**src/source/core_defines.svh**
```systemverilog
`ifndef CORE_DEFINES_SVH
`define CORE_DEFINES_SVH

// widths.
`define CORE_ADDR_W 16
`define CORE_DATA_W 32

// register file.
`define CORE_REG_N 8
`define CORE_REG_W 3

// instruction word fields.
`define CORE_CLS_HI   31
`define CORE_CLS_LO   30
`define CORE_SKIP_BIT 29   // annulled slot.
`define CORE_REG_HI   28
`define CORE_REG_LO   26
`define CORE_ADDR_HI  15   // data address sits in the low bits.

`endif
```
**src/source/core_pkg.sv**
```systemverilog
`default_nettype none

`include "core_defines.svh"

package core_pkg;

	typedef logic [`CORE_ADDR_W-1:0] addr_t;     // word address.
	typedef logic [`CORE_DATA_W-1:0] data_t;     // data or instruction word.
	typedef logic [`CORE_REG_W-1:0]  reg_idx_t;

	// instruction class taken straight from the top two bits.
	typedef enum logic [1:0] {
		CLS_NOP   = 2'b00,
		CLS_LOAD  = 2'b01,
		CLS_STORE = 2'b10,
		CLS_STALL = 2'b11
	} instr_cls_e;

	// memop holds the pipeline while a data access or stall runs.
	typedef enum logic {
		MODE_MEMOP  = 1'b0,
		MODE_NORMAL = 1'b1
	} ctrl_mode_e;

endpackage

`default_nettype wire

```
**src/source/core_mem_top.sv**
```systemverilog
`timescale 1ns/1ps
`default_nettype none

module core_mem_top (
	input  logic               CLK,
	input  logic               grst,
	output logic               fetch_req,
	output core_pkg::addr_t    fetch_addr,
	input  logic               fetch_ack,
	input  core_pkg::data_t    fetch_data,
	output logic               mem_req,
	output logic               mem_we,
	output core_pkg::addr_t    mem_addr,
	output core_pkg::data_t    mem_wdata,
	input  logic               mem_ack,
	input  core_pkg::data_t    mem_rdata,
	output logic               load_done,
	output core_pkg::reg_idx_t load_reg,
	output core_pkg::data_t    load_data
);

	logic                 cpu_enable;
	logic                 icache_enable;
	logic                 dcache_enable;
	logic                 icache_busy;
	logic                 dcache_busy;
	logic                 d_mem_op;
	logic                 d_load;
	logic                 d_skip;
	logic                 d_stall;
	core_pkg::instr_cls_e d_cls;
	core_pkg::reg_idx_t   d_reg;
	core_pkg::addr_t      d_addr;
	core_pkg::ctrl_mode_e mode;   // visible for the bound checks.

	fetch_unit fetch_i (
		.CLK(CLK), .grst(grst),
		.icache_enable(icache_enable), .cpu_enable(cpu_enable),
		.fetch_ack(fetch_ack), .fetch_data(fetch_data),
		.fetch_req(fetch_req), .fetch_addr(fetch_addr), .icache_busy(icache_busy),
		.d_mem_op(d_mem_op), .d_load(d_load), .d_skip(d_skip), .d_stall(d_stall),
		.d_cls(d_cls), .d_reg(d_reg), .d_addr(d_addr)
	);

	pipe_enable_ctrl ctrl_i (
		.CLK(CLK), .grst(grst),
		.icache_busy(icache_busy), .dcache_busy(dcache_busy),
		.d_mem_op(d_mem_op), .d_load(d_load), .d_skip(d_skip), .d_stall(d_stall),
		.mode(mode), .cpu_enable(cpu_enable),
		.icache_enable(icache_enable), .dcache_enable(dcache_enable)
	);

	mem_stage mem_i (
		.CLK(CLK), .grst(grst),
		.cpu_enable(cpu_enable), .dcache_enable(dcache_enable),
		.d_cls(d_cls), .d_skip(d_skip), .d_reg(d_reg), .d_addr(d_addr),
		.mem_ack(mem_ack), .mem_rdata(mem_rdata),
		.mem_req(mem_req), .mem_we(mem_we), .mem_addr(mem_addr), .mem_wdata(mem_wdata),
		.dcache_busy(dcache_busy),
		.load_done(load_done), .load_reg(load_reg), .load_data(load_data)
	);

endmodule

`default_nettype wire

```
**src/source/mem_stage.sv**
```systemverilog
`timescale 1ns/1ps
`default_nettype none

`include "core_defines.svh"

module mem_stage (
	input  logic                 CLK,
	input  logic                 grst,
	input  logic                 cpu_enable,
	input  logic                 dcache_enable,
	input  core_pkg::instr_cls_e d_cls,
	input  logic                 d_skip,
	input  core_pkg::reg_idx_t   d_reg,
	input  core_pkg::addr_t      d_addr,
	input  logic                 mem_ack,
	input  core_pkg::data_t      mem_rdata,
	output logic                 mem_req,
	output logic                 mem_we,
	output core_pkg::addr_t      mem_addr,
	output core_pkg::data_t      mem_wdata,
	output logic                 dcache_busy,
	output logic                 load_done,
	output core_pkg::reg_idx_t   load_reg,
	output core_pkg::data_t      load_data
);

	core_pkg::instr_cls_e x_cls;
	core_pkg::reg_idx_t   x_reg;
	core_pkg::addr_t      x_addr;
	core_pkg::data_t      regs [`CORE_REG_N];
	logic                 rd_ack;

	// only one command is out, so mem_we still tells what is being acked.
	assign rd_ack = mem_ack && !mem_we;

	// execute register.
	always_ff @(posedge CLK)
	begin
		if (grst)
			x_cls <= core_pkg::CLS_NOP;
		else if (cpu_enable)
			x_cls <= d_skip ? core_pkg::CLS_NOP : d_cls;   // annulled slot.
	end

	always_ff @(posedge CLK)
	begin
		if (cpu_enable)
		begin
			x_reg <= d_reg;
			x_addr <= d_addr;
		end
	end

	// data port control.
	always_ff @(posedge CLK)
	begin
		if (grst)
		begin
			mem_req <= 1'b0;
			dcache_busy <= 1'b0;
			load_done <= 1'b0;
		end
		else
		begin
			mem_req <= dcache_enable;
			if (dcache_enable)
				dcache_busy <= 1'b1;
			else if (mem_ack)
				dcache_busy <= 1'b0;
			load_done <= rd_ack;
		end
	end

	// request payload with the store data read from the register file.
	always_ff @(posedge CLK)
	begin
		if (dcache_enable)
		begin
			mem_we <= (x_cls == core_pkg::CLS_STORE);
			mem_addr <= x_addr;
			mem_wdata <= regs[x_reg];
		end
	end

	// register file, written by load data only.
	always_ff @(posedge CLK)
	begin
		if (grst)
		begin
			for (int i = 0; i < `CORE_REG_N; i++)
				regs[i] <= '0;
		end
		else if (rd_ack)
			regs[x_reg] <= mem_rdata;
	end

	// retire payload for load_done.
	always_ff @(posedge CLK)
	begin
		if (rd_ack)
		begin
			load_reg <= x_reg;   // x_reg is held until the load retires.
			load_data <= mem_rdata;
		end
	end

endmodule

`default_nettype wire

```
**src/source/pipe_enable_ctrl.sv**
```systemverilog
`timescale 1ns/1ps
`default_nettype none

module pipe_enable_ctrl (
	input  logic                 CLK,
	input  logic                 grst,
	input  logic                 icache_busy,
	input  logic                 dcache_busy,
	input  logic                 d_mem_op,
	input  logic                 d_load,
	input  logic                 d_skip,
	input  logic                 d_stall,
	output core_pkg::ctrl_mode_e mode,
	output logic                 cpu_enable,
	output logic                 icache_enable,
	output logic                 dcache_enable
);

	logic grst_dly;
	logic starter;        // single kick after reset.
	logic just_issued;    // data command went out last cycle.
	logic ld_issue_reg;
	logic ld_issue_dly;
	logic x_load;
	logic x_mem_op;
	logic normal;
	logic ports_idle;
	logic enter_memop;
	logic exit_memop;
	logic ld_enable;

	assign normal     = (mode == core_pkg::MODE_NORMAL);
	assign ports_idle = !icache_busy && !dcache_busy;

	// held off until the starter pulse has gone out.
	assign cpu_enable = starter || (normal && !icache_busy && !grst_dly);

	assign enter_memop = normal && cpu_enable && (d_mem_op || d_stall) && !d_skip;

	// a load may leave only once its read has come back.
	assign exit_memop = !normal && ports_idle &&
			    (x_load ? ld_issue_dly : !just_issued);

	assign ld_enable = !normal && !ld_issue_reg && !dcache_busy && !just_issued;

	assign icache_enable = starter ||
			       (normal ? (cpu_enable && !enter_memop) : exit_memop);

	assign dcache_enable = x_load ? ld_enable : (exit_memop && x_mem_op);

	always_ff @(posedge CLK)
	begin
		if (grst)
		begin
			grst_dly <= 1'b1;
			starter <= 1'b0;
			mode <= core_pkg::MODE_NORMAL;
			just_issued <= 1'b0;
			ld_issue_reg <= 1'b0;
			ld_issue_dly <= 1'b0;
			x_load <= 1'b0;
			x_mem_op <= 1'b0;
		end
		else
		begin
			grst_dly <= 1'b0;
			starter <= grst_dly;
			just_issued <= dcache_enable;   // keeps a single command outstanding.

			if (cpu_enable)
			begin
				x_load <= d_load && !d_skip;
				x_mem_op <= d_mem_op && !d_skip;
			end

			if (normal)
			begin
				if (enter_memop)
					mode <= core_pkg::MODE_MEMOP;
			end
			else if (exit_memop)
			begin
				mode <= core_pkg::MODE_NORMAL;
				ld_issue_reg <= 1'b0;
				ld_issue_dly <= 1'b0;
			end
			else
			begin
				if (ld_enable)
					ld_issue_reg <= 1'b1;
				ld_issue_dly <= ld_issue_reg;
			end
		end
	end

endmodule

`default_nettype wire

```
**src/source/fetch_unit.sv**
```systemverilog
`timescale 1ns/1ps
`default_nettype none

`include "core_defines.svh"

module fetch_unit (
	input  logic                 CLK,
	input  logic                 grst,
	input  logic                 icache_enable,
	input  logic                 cpu_enable,
	input  logic                 fetch_ack,
	input  core_pkg::data_t      fetch_data,
	output logic                 fetch_req,
	output core_pkg::addr_t      fetch_addr,
	output logic                 icache_busy,
	output logic                 d_mem_op,
	output logic                 d_load,
	output logic                 d_skip,
	output logic                 d_stall,
	output core_pkg::instr_cls_e d_cls,
	output core_pkg::reg_idx_t   d_reg,
	output core_pkg::addr_t      d_addr
);

	core_pkg::addr_t pc;
	core_pkg::data_t d_word;       // decode register.
	logic            word_taken;   // decode word moved on to execute.

	// control side of the instruction port.
	always_ff @(posedge CLK)
	begin
		if (grst)
		begin
			pc <= '0;
			fetch_req <= 1'b0;
			icache_busy <= 1'b0;
			d_word <= '0;   // all zero decodes as a NOP.
			word_taken <= 1'b0;
		end
		else
		begin
			fetch_req <= icache_enable;
			if (icache_enable)
				pc <= pc + 1'b1;

			if (icache_enable)
				icache_busy <= 1'b1;
			else if (fetch_ack)
				icache_busy <= 1'b0;

			if (fetch_ack)
			begin
				d_word <= fetch_data;
				word_taken <= 1'b0;
			end
			else if (cpu_enable)
				word_taken <= 1'b1;
		end
	end

	// address of the fetch in flight.
	always_ff @(posedge CLK)
	begin
		if (icache_enable)
			fetch_addr <= pc;
	end

	// field split.
	assign d_cls  = core_pkg::instr_cls_e'(d_word[`CORE_CLS_HI:`CORE_CLS_LO]);
	assign d_reg  = d_word[`CORE_REG_HI:`CORE_REG_LO];
	assign d_addr = d_word[`CORE_ADDR_HI:0];

	// a word that already went to execute is not decoded a second time.
	assign d_skip = d_word[`CORE_SKIP_BIT] || word_taken;

	// control flags from the class.
	always_comb
	begin
		d_load   = 1'b0;
		d_mem_op = 1'b0;
		d_stall  = 1'b0;
		case (d_cls)
			core_pkg::CLS_LOAD:
			begin
				d_load   = 1'b1;
				d_mem_op = 1'b1;
			end
			core_pkg::CLS_STORE:
				d_mem_op = 1'b1;
			core_pkg::CLS_STALL:
				d_stall = 1'b1;
			default:
				d_mem_op = 1'b0;
		endcase
	end

endmodule

`default_nettype wire

```
**config.mk**
```make
export PLATFORM = sky130hd
export DESIGN_NAME = core_mem_top
export DESIGN_NICKNAME = d
export VERILOG_FILES = /design/src/source/core_pkg.sv /design/src/source/core_mem_top.sv /design/src/source/mem_stage.sv /design/src/source/pipe_enable_ctrl.sv /design/src/source/fetch_unit.sv
export VERILOG_INCLUDE_DIRS = /design/src /design/src/source
export SDC_FILE = /design/constraint.sdc
export NUM_CORES = 1
export LEC_CHECK = 0
export BUFFER_PORTS_ARGS = -buffer_cell sky130_fd_sc_hd__buf_4
export CAP_MARGIN = 10
export CORE_MARGIN = 5
export CORE_UTILIZATION = 59
export CTS_CLUSTER_DIAMETER = 50
export CTS_CLUSTER_SIZE = 40
export DETAILED_ROUTE_END_ITERATION = 16
export PLACE_DENSITY = 0.88
export SYNTH_ARGS = -nofsm -noshare
export SYNTH_HDL_FRONTEND = slang
export SYNTH_SLANG_ARGS = --single-unit
```
**constraint.sdc**
```tcl
create_clock -name CLK -period 5.2 [get_ports CLK]
set_clock_uncertainty 0.2 [all_clocks]
set_input_delay 1.04 -clock CLK [delete_from_list [all_inputs] [get_ports CLK]]
set_output_delay 1.04 -clock CLK [all_outputs]
set_load 0.02 [all_outputs]
```
## Word level (Yosys, flattened, before mapping)

Memory sizes are Yosys's and may differ from the RTL's. A register that Yosys moved wholly into a read port is not among the register bits.
Index checks and enable logic that the tools add are counted.

| storage, ports and cells | value |
|---|---|
| bits in writable memories | 256 |
| memories | 1 |
| bits of input ports | 68 |
| flip-flop bits (word level) | 150 |
| output and inout bits | 103 |

Memory list:

| name | depth | width | rd ports | clocked after Yosys merged registers in | wr ports | line | text |
|---|---|---|---|---|---|---|---|
| mem_i.regs | 8 | 32 | 1 | 1 | 8 | mem_stage.sv:30 | `` core_pkg::data_t regs [`CORE_REG_N]; `` |

| operators by class | value |
|---|---|
| multiplexer cells | 25 |
| bitwise operators | 1 |
| equality and inequality tests | 4 |
| add/sub/neg operators | 1 |
| reductions and logical operators | 36 |

Operator list:

| kind | number |
|---|---|
| $mux 32 | 1 |
| $reduce_or 32->1 | 1 |
| $mux 1 | 22 |
| $add 16x1->16 const B | 1 |
| $logic_and 1x1->1 | 16 |
| $logic_not 1->1 | 9 |
| $eq 2x2->1 const B | 3 |
| $reduce_bool 2->1 | 3 |
| $logic_or 1x1->1 | 4 |
| $reduce_or 2->1 | 2 |
| $mux 3 | 1 |
| $eq 2x1->1 const B | 1 |
| $mux 2 | 1 |
| $reduce_and 2->1 | 1 |
| $not 1->1 | 1 |

## Logic depth before layout (Yosys ltp)

| logic depth | value |
|---|---|
| word-level depth | 12 |
| depth in mapped cells | 8 |
| depth with buffers taken out | 7 |

## By module

Synthesis repeated with hierarchy kept, for this count alone.

| second synthesis, totals | value |
|---|---|
| cells, all modules | 1098 |
| area, all modules | 17802.1 µm² |

Modules (own cells, without submodules):

| module | seq. area each (µm²) | cells an instance | instances | area each (µm²) |
|---|---|---|---|---|
| mem_stage | 10880.4 | 853 | 1 | 15134.5 |
| fetch_unit | 1301.2 | 207 | 1 | 2287.2 |
| pipe_enable_ctrl | 160.2 | 38 | 1 | 380.4 |

## Worst setup path before layout

No wires, ideal clock.

| timing | value |
|---|---|
| kind | input to register |
| start | in mem_ack |
| end | mem mem_i.regs[4][0] (netlist name), enable pin |
| stages | 5 |
| setup time | 0.375 ns |
| path buffers | 0 |
| slack | 0.769 ns |
| arrival | 3.856 ns |
| required time | 4.625 ns |
| path through | nor2b_1 > and2b_1 > nand2_1 > nor3_2 > or2_2 |

RTL lines:

| item | line | text |
|---|---|---|
| start: declaration | core_mem_top.sv:15 | `input logic mem_ack,` |
| end: declaration | mem_stage.sv:30 |  |

==> metrics.txt <==
outcome=complete, no violations; FP Rows=62; CP endpoint kind=flip-flop; Most flops, register=mem_i.regs; Pleak=roughly 7.5 nW; Worst slew margin=24.7%; WS Path Type=reg2reg; CP arrival=roughly 3.5 ns; initial antenna violation count=1; Worst setup SP type=flip-flop; CTS sink count=428; Initial Util=about three fifths; Tot Pwr=approximately 0.0073 W; Residual DRC=0; Vias/cell=between 5 and 6; EDFF count, synth=between 300 and 400; register area share after synthesis=between 70% and 80%; post-cts sizing count=0; vias in the first global route=approximately 11000; H-tree level count=2; Tcrit/Tclk final=approximately 70%; setup bufs post-CTS=0; fmax=around 280 MHz; CP Capture Point=mem_i.regs[3][25]$_SDFFCE_PN0P_; largest net degree at the start of global routing=67; nets@finish=between 1000 and 1500; Clock Tree Root=clkbuf_16; synthesized flop and latch total=approximately 430; Hold Path Class=reg2reg; CTS tree=built; setup TNS=0 ns; endpoints failing setup=0; first-pass GRT wire length=~59000 um; worst path required time=5.12 ns; Starting DRT DRC Count=roughly 1100; I/O Buffers=between 150 and 200; # fillers=around 1800; PD cells=~360 nW/um^2; Syn Nets=between 1000 and 1500; most frequent cells in the layout=edfxtp_1, and2_1, buf_4; die outline height=181 um; vias=10100; Top Registers=mem_i.regs (256), mem_i.load_data (32), mem_i.mem_wdata (32); Mapped Avg Cell Area=15.2 um^2; Largest register FFs=256; Synth cell types=52; Overflow after GRT=0; worst vdd ir=0.340 mV; die area=between 30000 and 40000 um^2; Worst R2R Path Depth=4; Final min period=approximately 3.5 ns; wire length per cell=between 20 and 25 um; TritonCTS Buffers=35; prevailing post-synth register cell=edfxtp_1; Worst Max-Slew Pin Slew=between 1 and 1.5 ns; Detail Route Antenna Nets=0; Post-CTS Hold Fix Bufs=0; worst reg2reg path startpoint=mem_i.x_reg[1]$_DFFE_PP_; HPWL Detailed=21200 um; Setup crit start=mem_i.x_reg[1]$_DFFE_PP_; area of the mapped netlist=approximately 17000 um^2; Overall Global Routing Usage=about 23%; Worst-path clk slew=~0.08 ns; crit-path max FO=32; IO Pins=approximately 170; core area=between 20000 and 30000 um^2; R2R setup slack=~1.7 ns; clk_lat worst skew=approximately 0.52 ns; Syn. warnings=0; drt total wl=approximately 38000 um; Post-Synthesis Cells=around 1100; final setup margin=1.66 ns; Initial DRT Pass Iterations=5; max cap viols=0; ys async rst share=0%; gpl congestion=roughly 0.79; RSZ-0062 raised after global routing=no; die width=around 180 um; most common cell after layout, fill and taps aside=edfxtp_1; clk buf depth=3; layout cells sized above 1=a little under a quarter; Synth-to-Final Area Change=16.0%; end of the worst register-to-register path=mem_i.regs[3][25]$_SDFFCE_PN0P_; fin. max-slew vios=0; final core occ=between 60% and 70%; Hold Violations, Final=0; Fin Hold WS=approximately 0.22 ns; DP Worst Slack=around 1.2 ns
==> cells in the mapped netlist, drive strengths merged (4+ instances only) <==
cell	count	area share [%]
a21oi	15	0.44
a221oi	21	1.1
a22oi	10	0.44
and2	257	9.3
and3	8	0.30
buf	22	0.63
clkbuf	41	0.89
dfxtp	53	6.2
edfxtp	375	65
inv	7	0.15
mux2	24	1.6
mux2i	39	2.3
mux4	30	3.9
nand2	58	1.3
nand2b	4	0.15
nand3	8	0.31
nor2	66	1.5
nor2b	6	0.22
nor3	8	0.38
o2111ai	4	0.20
o21ai	13	0.38
o22ai	12	0.44
or2	8	0.29
xor2	11	0.56
==> power breakdown <==
| part | internal [W] | switching [W] | leakage (nW) |
|---|---|---|---|
| Sequential | 0.00389 | 0.0000532 | 4.21 |
| Combinational | 0.000218 | 0.000382 | 2.75 |
| Clock | 0.00145 | 0.00126 | 0.579 |
==> through the flow <==
stage          cells  cell area, um^2
3_3_place_gp    1632            18800
6_report        1696            20000
3_5_place_dp    1632            18800
5_1_grt         1696            20000
2_1_floorplan   1135            17200
4_1_cts         1695            20000
==> final cells by class <==
cell class,count,area [um^2],share of cell area (%)
flip-flops and latches,428,12300,61.7
multi-input cells,635,4600,23.1
repair buffers,176,1320,6.62
clock buffers,38,930,4.66
well taps,384,480,2.41
clock inverters,25,265,1.33
inverters,9,33.8,0.169
diodes,1,2.50,0.0125
==> how the worst min path moves through the flow <==
stage | startpoint | endpoint | slack (ns) | cells past startpoint
after floorplan | mem_i.x_addr[0]$_DFFE_PP_ | mem_i.mem_addr[0]$_DFFE_PP_ | 0.20 | 0
after global placement | mem_i.x_addr[10]$_DFFE_PP_ | mem_i.mem_addr[10]$_DFFE_PP_ | 0.20 | 0
after detailed placement | mem_i.x_addr[3]$_DFFE_PP_ | mem_i.mem_addr[3]$_DFFE_PP_ | 0.21 | 0
after CTS | mem_i.x_addr[3]$_DFFE_PP_ | mem_i.mem_addr[3]$_DFFE_PP_ | 0.22 | 0
after global routing | mem_i.x_addr[15]$_DFFE_PP_ | mem_i.mem_addr[15]$_DFFE_PP_ | 0.24 | 0
final | mem_i.x_addr[3]$_DFFE_PP_ | mem_i.mem_addr[3]$_DFFE_PP_ | 0.22 | 0
==> critical path, stage by stage (launching register included) <==
cell and delay [ns]:
edfxtp_1 0.38, clkinv_1 0.75, nor2_2 0.72, and3_1 0.27, or2_2 0.78
==> metal layers <==
layer	vias to the layer above	share of wire (%)	track usage, %
met2	563	51	39.7
li1	4468	-	-
met4	0	2.6	6.93
met3	93	9.7	5.01
met1	4987	36	29.9
met5	-	0	0
==> cell families after synthesis <==
family	synth area share [%]
multiplexers	7.79
AO/OA/AOI/OAI	3.79
buffers and inverters	1.72
flip-flops	71.6
XOR/XNOR	0.611
adder cells (fa/ha/maj)	0.218
AND/OR/NAND/NOR	14.3
Note: power is estimated with default switching activity, not from simulation.
